File: src/include/div_params.svh
// divider widths; the design only supports 32-bit operands and one quotient bit per cycle
`ifndef DIV_PARAMS_SVH
`define DIV_PARAMS_SVH

// operand and result width in bits
// other values are not supported by the RV32 M encoding
`define DIV_XLEN 32

// restoring divider iterations
// one quotient bit per core cycle, equal to the operand width
`define DIV_ITERS 32

`endif

File: src/hw/div_pkg.sv
// shared divider types; needs div_params.svh on the include path, widths fixed by DIV_XLEN
`include "div_params.svh"

package div_pkg;

	// bit 1 selects signed, bit 0 selects remainder
	typedef enum logic [1:0] {
		DIVU = 2'd0,
		REMU = 2'd1,
		DIV  = 2'd2,
		REM  = 2'd3
	} div_op_e;

	// iterative core states
	typedef enum logic [1:0] {
		IDLE = 2'd0,
		RUN  = 2'd1,
		DONE = 2'd2
	} div_state_e;

	typedef struct packed {
		div_op_e             op;
		logic [`DIV_XLEN-1:0] dividend;
		logic [`DIV_XLEN-1:0] divisor;
	} div_req_t;

	// operands after sign handling, ready for the unsigned core
	typedef struct packed {
		div_op_e             op;
		logic [`DIV_XLEN-1:0] dividend_mag;
		logic [`DIV_XLEN-1:0] divisor_mag;
		logic                neg_quot;
		logic                neg_rem;
		logic                div_zero;
		logic [`DIV_XLEN-1:0] dividend;
	} div_job_t;

	// unsigned core results plus the flags needed to fix signs
	typedef struct packed {
		div_op_e             op;
		logic [`DIV_XLEN-1:0] quot;
		logic [`DIV_XLEN-1:0] rem;
		logic                neg_quot;
		logic                neg_rem;
		logic                div_zero;
		logic [`DIV_XLEN-1:0] dividend;
	} div_raw_t;

	typedef struct packed {
		logic [`DIV_XLEN-1:0] result;
	} div_rsp_t;

endpackage

File: src/hw/div_operand_prep.sv
// request stage; holds one job, req_i must stay stable while valid is high and ready is low
`include "div_params.svh"

module div_operand_prep (
	input  logic                clk_i,
	input  logic                rst_i,

	// request side
	input  logic                req_valid_i,
	output logic                req_ready_o,
	input  div_pkg::div_req_t   req_i,

	// to the iterative core
	output logic                job_valid_o,
	input  logic                job_ready_i,
	output div_pkg::div_job_t   job_o
);

	logic                 job_valid_q;
	div_pkg::div_job_t    job_q;
	div_pkg::div_job_t    job_d;

	logic                 req_take;
	logic                 is_signed;
	logic                 dvd_neg;
	logic                 dvs_neg;

	// slot is free when empty or drained this cycle
	assign req_ready_o = !job_valid_q || job_ready_i;
	assign req_take    = req_valid_i && req_ready_o;

	assign is_signed = req_i.op[1];
	assign dvd_neg   = is_signed && req_i.dividend[`DIV_XLEN-1];
	assign dvs_neg   = is_signed && req_i.divisor[`DIV_XLEN-1];

	always_comb begin
		job_d.op       = req_i.op;
		job_d.dividend = req_i.dividend;

		// two's complement magnitude, most negative value maps to 2^31 unsigned
		if (dvd_neg) begin
			job_d.dividend_mag = -req_i.dividend;
		end else begin
			job_d.dividend_mag = req_i.dividend;
		end

		if (dvs_neg) begin
			job_d.divisor_mag = -req_i.divisor;
		end else begin
			job_d.divisor_mag = req_i.divisor;
		end

		// sign rules decided once here
		job_d.neg_quot = dvd_neg ^ dvs_neg;
		job_d.neg_rem  = dvd_neg;
		job_d.div_zero = (req_i.divisor == '0);
	end

	always_ff @(posedge clk_i) begin
		if (rst_i) begin
			job_valid_q <= 1'b0;
		end else if (req_take) begin
			job_valid_q <= 1'b1;
		end else if (job_ready_i) begin
			job_valid_q <= 1'b0;
		end
	end

	// payload only
	always_ff @(posedge clk_i) begin
		if (req_take) begin
			job_q <= job_d;
		end
	end

	assign job_valid_o = job_valid_q;
	assign job_o       = job_q;

endmodule

File: src/hw/div_iter_core.sv
// restoring divider over magnitudes, fixed DIV_ITERS run cycles per job, no early exit
`include "div_params.svh"

module div_iter_core (
	input  logic                clk_i,
	input  logic                rst_i,

	// from operand prep
	input  logic                job_valid_i,
	output logic                job_ready_o,
	input  div_pkg::div_job_t   job_i,

	// to result fix
	output logic                raw_valid_o,
	input  logic                raw_ready_i,
	output div_pkg::div_raw_t   raw_o
);

	localparam int unsigned CNT_W = $clog2(`DIV_ITERS + 1);
	localparam logic [CNT_W-1:0] CNT_LAST = CNT_W'(`DIV_ITERS - 1);
	localparam logic [CNT_W-1:0] CNT_MAX  = CNT_W'(`DIV_ITERS);

	div_pkg::div_state_e  state_q;
	logic [CNT_W-1:0]     cnt_q;

	// job copy for flags, op, original dividend and divisor
	div_pkg::div_job_t    job_q;

	// partial remainder, one bit wider than the operands
	logic [`DIV_XLEN:0]   pr_q;
	// dividend bits leave at the top, quotient bits enter at the bottom
	logic [`DIV_XLEN-1:0] quot_q;

	logic [`DIV_XLEN:0]   pr_shift;
	logic [`DIV_XLEN:0]   pr_diff;
	logic                 job_take;

	assign job_ready_o = (state_q == div_pkg::IDLE) ||
		((state_q == div_pkg::DONE) && raw_ready_i);
	assign job_take = job_valid_i && job_ready_o;

	// next dividend bit shifted in, then trial subtract
	assign pr_shift = {pr_q[`DIV_XLEN-1:0], quot_q[`DIV_XLEN-1]};
	assign pr_diff  = pr_shift - {1'b0, job_q.divisor_mag};

	always_ff @(posedge clk_i) begin
		if (rst_i) begin
			state_q <= div_pkg::IDLE;
			cnt_q   <= '0;
		end else begin
			case (state_q)
				div_pkg::IDLE: begin
					if (job_take) begin
						state_q <= div_pkg::RUN;
					end
				end
				div_pkg::RUN: begin
					if (cnt_q == CNT_LAST) begin
						state_q <= div_pkg::DONE;
					end
				end
				div_pkg::DONE: begin
					// back-to-back job starts straight from DONE
					if (job_take) begin
						state_q <= div_pkg::RUN;
					end else if (raw_ready_i) begin
						state_q <= div_pkg::IDLE;
					end
				end
				default: begin
					state_q <= div_pkg::IDLE;
				end
			endcase

			if (job_take) begin
				cnt_q <= '0;
			end else if (state_q == div_pkg::RUN) begin
				cnt_q <= cnt_q + 1'b1;
			end
		end
	end

	always_ff @(posedge clk_i) begin
		if (job_take) begin
			job_q  <= job_i;
			pr_q   <= '0;
			quot_q <= job_i.dividend_mag;
		end else if (state_q == div_pkg::RUN) begin
			if (!pr_diff[`DIV_XLEN]) begin
				pr_q   <= pr_diff;
				quot_q <= {quot_q[`DIV_XLEN-2:0], 1'b1};
			end else begin
				// restore
				pr_q   <= pr_shift;
				quot_q <= {quot_q[`DIV_XLEN-2:0], 1'b0};
			end
		end
	end

	assign raw_valid_o = (state_q == div_pkg::DONE);

	always_comb begin
		raw_o.op       = job_q.op;
		raw_o.quot     = quot_q;
		raw_o.rem      = pr_q[`DIV_XLEN-1:0];
		raw_o.neg_quot = job_q.neg_quot;
		raw_o.neg_rem  = job_q.neg_rem;
		raw_o.div_zero = job_q.div_zero;
		raw_o.dividend = job_q.dividend;
	end

	// a new job lands only when idle or after all iterations have run
	a_job_accept_state: assert property (
		@(posedge clk_i) disable iff (rst_i)
		(job_valid_i && job_ready_o) |->
			((state_q == div_pkg::IDLE) || (cnt_q == CNT_MAX))
	) else $error("div_iter_core: job accepted before the iterations finished");

	a_cnt_range: assert property (
		@(posedge clk_i) disable iff (rst_i)
		cnt_q <= CNT_MAX
	) else $error("div_iter_core: iteration counter out of range");

endmodule

File: src/hw/div_result_fix.sv
// output stage; applies RISC-V sign and zero-divisor rules and holds rsp_o under back-pressure
`include "div_params.svh"

module div_result_fix (
	input  logic                clk_i,
	input  logic                rst_i,

	// from the iterative core
	input  logic                raw_valid_i,
	output logic                raw_ready_o,
	input  div_pkg::div_raw_t   raw_i,

	// response side
	output logic                rsp_valid_o,
	input  logic                rsp_ready_i,
	output div_pkg::div_rsp_t   rsp_o
);

	logic                 rsp_valid_q;
	div_pkg::div_rsp_t    rsp_q;

	logic                 raw_take;
	logic [`DIV_XLEN-1:0] quot_s;
	logic [`DIV_XLEN-1:0] rem_s;
	logic [`DIV_XLEN-1:0] result_d;

	assign raw_ready_o = !rsp_valid_q || rsp_ready_i;
	assign raw_take    = raw_valid_i && raw_ready_o;

	// overflow comes out right here, 2^31 negated stays the most negative value
	assign quot_s = raw_i.neg_quot ? -raw_i.quot : raw_i.quot;
	assign rem_s  = raw_i.neg_rem ? -raw_i.rem : raw_i.rem;

	always_comb begin
		if (raw_i.div_zero) begin
			// all ones quotient, remainder is the untouched dividend
			if (raw_i.op[0]) begin
				result_d = raw_i.dividend;
			end else begin
				result_d = '1;
			end
		end else if (raw_i.op[0]) begin
			result_d = rem_s;
		end else begin
			result_d = quot_s;
		end
	end

	always_ff @(posedge clk_i) begin
		if (rst_i) begin
			rsp_valid_q <= 1'b0;
		end else if (raw_take) begin
			rsp_valid_q <= 1'b1;
		end else if (rsp_ready_i) begin
			rsp_valid_q <= 1'b0;
		end
	end

	always_ff @(posedge clk_i) begin
		if (raw_take) begin
			rsp_q.result <= result_d;
		end
	end

	assign rsp_valid_o = rsp_valid_q;
	assign rsp_o       = rsp_q;

	// stalled response keeps both valid and data
	a_rsp_hold: assert property (
		@(posedge clk_i) disable iff (rst_i)
		(rsp_valid_o && !rsp_ready_i) |=> (rsp_valid_o && $stable(rsp_o))
	) else $error("div_result_fix: response changed during stall");

endmodule

File: src/hw/div_unit_top.sv
// divide unit top; three stages, 34 cycle latency without back-pressure, no flush support
module div_unit_top (
	input  logic                clk_i,
	input  logic                rst_i,

	// request side
	input  logic                req_valid_i,
	output logic                req_ready_o,
	input  div_pkg::div_req_t   req_i,

	// response side
	output logic                rsp_valid_o,
	input  logic                rsp_ready_i,
	output div_pkg::div_rsp_t   rsp_o
);

	// prep to core
	logic                 job_valid;
	logic                 job_ready;
	div_pkg::div_job_t    job;

	// core to fix
	logic                 raw_valid;
	logic                 raw_ready;
	div_pkg::div_raw_t    raw;

	div_operand_prep i_prep (
		.clk_i       (clk_i),
		.rst_i       (rst_i),
		.req_valid_i (req_valid_i),
		.req_ready_o (req_ready_o),
		.req_i       (req_i),
		.job_valid_o (job_valid),
		.job_ready_i (job_ready),
		.job_o       (job)
	);

	div_iter_core i_core (
		.clk_i       (clk_i),
		.rst_i       (rst_i),
		.job_valid_i (job_valid),
		.job_ready_o (job_ready),
		.job_i       (job),
		.raw_valid_o (raw_valid),
		.raw_ready_i (raw_ready),
		.raw_o       (raw)
	);

	div_result_fix i_fix (
		.clk_i       (clk_i),
		.rst_i       (rst_i),
		.raw_valid_i (raw_valid),
		.raw_ready_o (raw_ready),
		.raw_i       (raw),
		.rsp_valid_o (rsp_valid_o),
		.rsp_ready_i (rsp_ready_i),
		.rsp_o       (rsp_o)
	);

endmodule

File: config.mk
export PLATFORM = sky130hd
export DESIGN_NAME = div_unit_top
export DESIGN_NICKNAME = d
export VERILOG_FILES = /design/src/hw/div_pkg.sv /design/src/hw/div_operand_prep.sv /design/src/hw/div_iter_core.sv /design/src/hw/div_result_fix.sv /design/src/hw/div_unit_top.sv
export VERILOG_INCLUDE_DIRS = /design/src /design/src/include
export SDC_FILE = /design/constraint.sdc
export NUM_CORES = 1
export LEC_CHECK = 0
export CAP_MARGIN = 10
export CELL_PAD_IN_SITES_DETAIL_PLACEMENT = 1
export CELL_PAD_IN_SITES_GLOBAL_PLACEMENT = 2
export CORE_MARGIN = 8
export CORE_UTILIZATION = 46
export CTS_CLUSTER_DIAMETER = 200
export CTS_CLUSTER_SIZE = 30
export DETAILED_ROUTE_END_ITERATION = 10
export DONT_BUFFER_PORTS = 1
export PLACE_DENSITY_LB_ADDON = 0.15
export SLEW_MARGIN = 20
export SYNTH_ARGS = -nofsm -noshare
export SYNTH_HDL_FRONTEND = slang
export SYNTH_HIERARCHICAL = 1
export SYNTH_SLANG_ARGS = --single-unit
File: constraint.sdc
create_clock -name clk_i -period 6.42 [get_ports clk_i]
set_clock_uncertainty 0.15 [all_clocks]
set_input_delay 1.284 -clock clk_i [delete_from_list [all_inputs] [get_ports clk_i]]
set_output_delay 1.284 -clock clk_i [all_outputs]
set_load 0.02 [all_outputs]
Yosys cells after proc, flatten, opt, wreduce, memory -nomap -nowiden
Index checks and enable logic that the tools add are counted.
W data, S select, Z words.

word-level totals
  RAM bits = 0
  memories kept = 0
  ROM bits = 0
  output and inout bits = 34
  register bits = 274
  bits in latches = 0

operators by class
  divide/modulo/power cells = 0
  add/sub/neg operators = 6
  shift-type cells = 0
  multipliers = 0
  eq/ne operators = 6
  reduce and logical (&&, ||, !) cells = 17
  multiplexer cells = 20
  bitwise gates (word level) = 1
  order comparisons = 0

operator list
  kind                   count
  $mux W32               10
  $neg A32 Y32           4
  $sub A33 B32 Y33       1
  $logic_not A32 Y1      1
  $mux W2                4
  $add A6 B1 Y6 const B  1
  $eq A6 B5 Y1 const B   1
  $pmux W2 S3            1
  $reduce_bool A2 Y1     3
  $logic_and A1 B1 Y1    5
  $mux W1                5
  $ne A2 B1 Y1 const B   2
  $logic_or A1 B1 Y1     3
  $ne A3 B3 Y1 const B   1
  $reduce_and A3 Y1      1
  $eq A2 B1 Y1 const B   1
  $eq A2 B2 Y1 const B   1
  $logic_not A1 Y1       2
  $logic_not A2 Y1       1
  $reduce_or A2 Y1       1
  $xor A1 B1 Y1          1

Longest topological paths before layout
  word-level depth = 7
  depth in mapped cells = 14
  gate-level depth less buffers = 12

Modules after synthesis
Netlist, hierarchy kept.

by module, submodules not included
  module            cells each  area an instance (um2)  instances
  div_iter_core     736         7529.7                  1
  div_operand_prep  310         4480.5                  1
  div_result_fix    360         3171.8                  1

Worst setup path after synthesis
No wires, ideal clock.

  path kind = input -> register
  from = input rsp_ready_i
  to = register i_prep/job_o[100] (netlist name)
  required time = 5800 ps
  data arrival time = 4242 ps
  path slack = 1558 ps
  stages on the path = 5
  buffers on the path = 0
  library setup time = 470 ps
  cell sequence = nand2b_1 -> inv_1 -> a21oi_1 -> nand2b_1 -> and2_1

RTL lines
  what         line                text
  from (decl)  div_unit_top.sv:13  input logic rsp_ready_i,

Worst setup path after layout
  from = register i_core.quot_q[31]
  to = register i_core.pr_q[1]

on the way
  longest elaborated chain between the ends = 2

ends and longest elaborated chain
  what                    line                 text
  from (decl)             div_iter_core.sv:32  logic [`DIV_XLEN-1:0] quot_q;
  from (signal assigned)  div_iter_core.sv:87  quot_q <= job_i.dividend_mag;
  from (signal assigned)  div_iter_core.sv:91  quot_q <= {quot_q[`DIV_XLEN-2:0], 1'b1};
  from (signal assigned)  div_iter_core.sv:95  quot_q <= {quot_q[`DIV_XLEN-2:0], 1'b0};
  $sub A33 B32 Y33        div_iter_core.sv:44  assign pr_diff = pr_shift - {1'b0, job_q.divisor_mag};
  $mux W32                div_iter_core.sv:89  if (!pr_diff[`DIV_XLEN]) begin
  to (signal assigned)    div_iter_core.sv:90  pr_q <= pr_diff;
  to (signal assigned)    div_iter_core.sv:94  pr_q <= pr_shift;
  to (decl)               div_iter_core.sv:30  logic [`DIV_XLEN:0] pr_q;

No other way between the ends.
A chain may end at the register's enable or synchronous reset.

==> flow_summary.rst <==
.. list-table::
   :header-rows: 1

   * - Metric
     - Value
   * - Result of the run
     - finished, final reports clean
   * - Max clock buf depth
     - 3
   * - Portion of the clock cycle consumed by the worst path in the final layout
     - 61.3%
   * - CTS tree
     - done
   * - Via count
     - 10.5k
   * - Global-route wire length before repair
     - 62.9 mm
   * - Count of nets after finishing
     - 1434
   * - Sum of routed wire length over all layers
     - 39.9 mm
   * - Number of instances in the synthesized netlist
     - 1403
   * - Netlist Area Pre-Place
     - 15100 µm²
   * - Per-instance average area after synthesis
     - 10.8 µm²
   * - CTS Sinks
     - 273
   * - Postcts setup bufs
     - 0
   * - Relative slew margins
     - 30.2%
   * - Initial cell density of the core
     - 46.6%
   * - Total inserted antenna cells
     - 0
   * - Pleak
     - 5.53 nW
   * - Setup crit start kind
     - register
   * - Number of failing hold endpoints at the final stage
     - 0
   * - Width of the die
     - 197 µm
   * - Total of endpoints with negative setup slack in the final report
     - 0
   * - Total nets after synthesis
     - 1511
   * - Max Cap Violations
     - 0
   * - Most frequent standard cell in the layout excluding fill and tap cells
     - edfxtp_1
   * - Setup repair after global routing missed its margin
     - false
   * - Worst Max-Slew Pin Slew
     - 1050 ps
   * - Number of remaining DRC errors
     - 0
   * - Worst setup EP type
     - register
   * - Max Clk Rate
     - 0.254 GHz
   * - Area enclosed by the die boundary
     - 38900 µm²
   * - PwrDens
     - 354 nW/µm²
   * - Top-Level Pins
     - 104
   * - Clock transition at the registers of the reported paths
     - 120 ps
   * - Path type of the worst min-delay path
     - reg -> reg
   * - Worst setup path class
     - reg -> reg
   * - Total of cells resized after clock tree synthesis
     - 0
   * - Gp weighted congestion
     - 0.802
   * - Total Routing Usage GR
     - 20.2%
   * - Initial antenna violation count
     - 0
   * - Placement Rows
     - 66
   * - Total clock buffers created by CTS
     - 13
   * - Average wire per cell in the routed design
     - 22.5 µm
   * - Crit-path max FO
     - 17
   * - Data required time of the worst path
     - 6670 ps
   * - Number of global-route vias before repair
     - 10.8k
   * - Number of synthesis warnings
     - 6
   * - Clock root buffer
     - clkbuf_16
   * - Total negative setup slack
     - 0 ps
   * - Endpoint arrival time on the critical path
     - 4190 ps
   * - Gr ovfl total
     - 0
   * - DP Wirelength
     - 29.7 mm
   * - Area growth from synthesis to layout
     - 3.05%
   * - Max-slew violations
     - 0
   * - Iteration-0 DRC Markers
     - 696
   * - VDD IR-drop max
     - 0.000237 V
   * - Placeable core region
     - 32500 µm²
   * - H-tree depth
     - 1
   * - Drt pass-1 iters
     - 5
   * - Maximum number of pins on one net before global-route repair
     - 68
   * - Post-Route Hold Slack
     - 234 ps
   * - Count of buffers inserted at the top-level ports
     - 0
   * - Leading cell types in the layout, fill and taps excluded
     - edfxtp_1 (231), nand2_1 (189), xnor2_1 (76)
   * - Final Critical Period
     - 3940 ps
   * - Fraction of final layout cells sized beyond drive strength 1
     - 6.98%
   * - Count of antenna-violating nets left after detailed routing
     - 0
   * - Hold bufs inserted after CTS
     - 0
   * - Number of vias per cell
     - 5.93
   * - Insertion delay to the later sink of the worst-skew pair
     - 500 ps
   * - Die height
     - 197 µm
==> registers in the layout (all words and copies together), names as in the netlist <==
signal and cells:
i_prep/job_o 99, i_core/cnt_q 6, i_core/pr_q 32, i_prep/job_valid_o 1, i_core/quot_q 32, i_core/job_q 32
i_core/raw_o 36, i_core/state_q 2, i_fix/rsp_o 32, i_fix/rsp_valid_o 1
==> critical path, stage by stage (launching register included) <==
cell	delay, ps
edfxtp_1	420
inv_1	70
ha_1	220
fa_1	380
nand2b_1	200
a21oi_2	250
o21ai_4	100
a211oi_2	350
nor2_4	110
o211ai_4	250
and3_1	900
o21ai_1	160
a32o_1	270
==> worst paths after layout <==
kind	from	end	slack [ps]	cells after the start
setup / recovery	i_core/quot_q[31]	i_core/pr_q[1]	2480	12
hold / removal	i_prep/job_o[38]	i_core/job_q[38]	230	0
setup reg to reg	i_core/quot_q[31]	i_core/pr_q[1]	2480	12
hold reg to reg	i_prep/job_o[38]	i_core/job_q[38]	230	0
==> stage by stage <==
step                cells  power (mW)  instance area (µm²)  setup WS [ps]  util, %
finish               1774        5.51                15600           2480     48.0
global route         1774        5.85                15600           2300     48.0
CTS                  1773        5.54                15600           2490     47.9
detailed placement   1752        4.57                15200           2470     46.8
global placement     1752        4.54                15200           2550     46.8
floorplan            1403        4.00                15100           1580        -
==> routing by layer <==
| metal | routed length (µm) | GRT usage, % |
|---|---|---|
| met1 | 18600 | 28.0 |
| met2 | 19100 | 34.1 |
| met3 | 1420 | 2.20 |
| met4 | 718 | 3.71 |
| met5 | 0 | 0 |
==> cell type report <==
type	instances	area, µm²
Clock inverter	1	30.0
Inverter	56	213
Multi-Input combinational cell	970	6550
Clock buffer	20	352
Timing Repair Buffer	12	97.6
Fill cell	3494	16900
Tap cell	442	553
Sequential cell	273	7780
==> report_power, final <==
| group | internal (mW) | switching [mW] | total, mW |
|---|---|---|---|
| clock | 0.395 | 0.561 | 0.956 |
| combinational | 0.802 | 1.32 | 2.12 |
| sequential | 2.15 | 0.279 | 2.43 |
| total | 3.35 | 2.16 | 5.51 |
No activity file was read; power rests on OpenSTA's default activity.
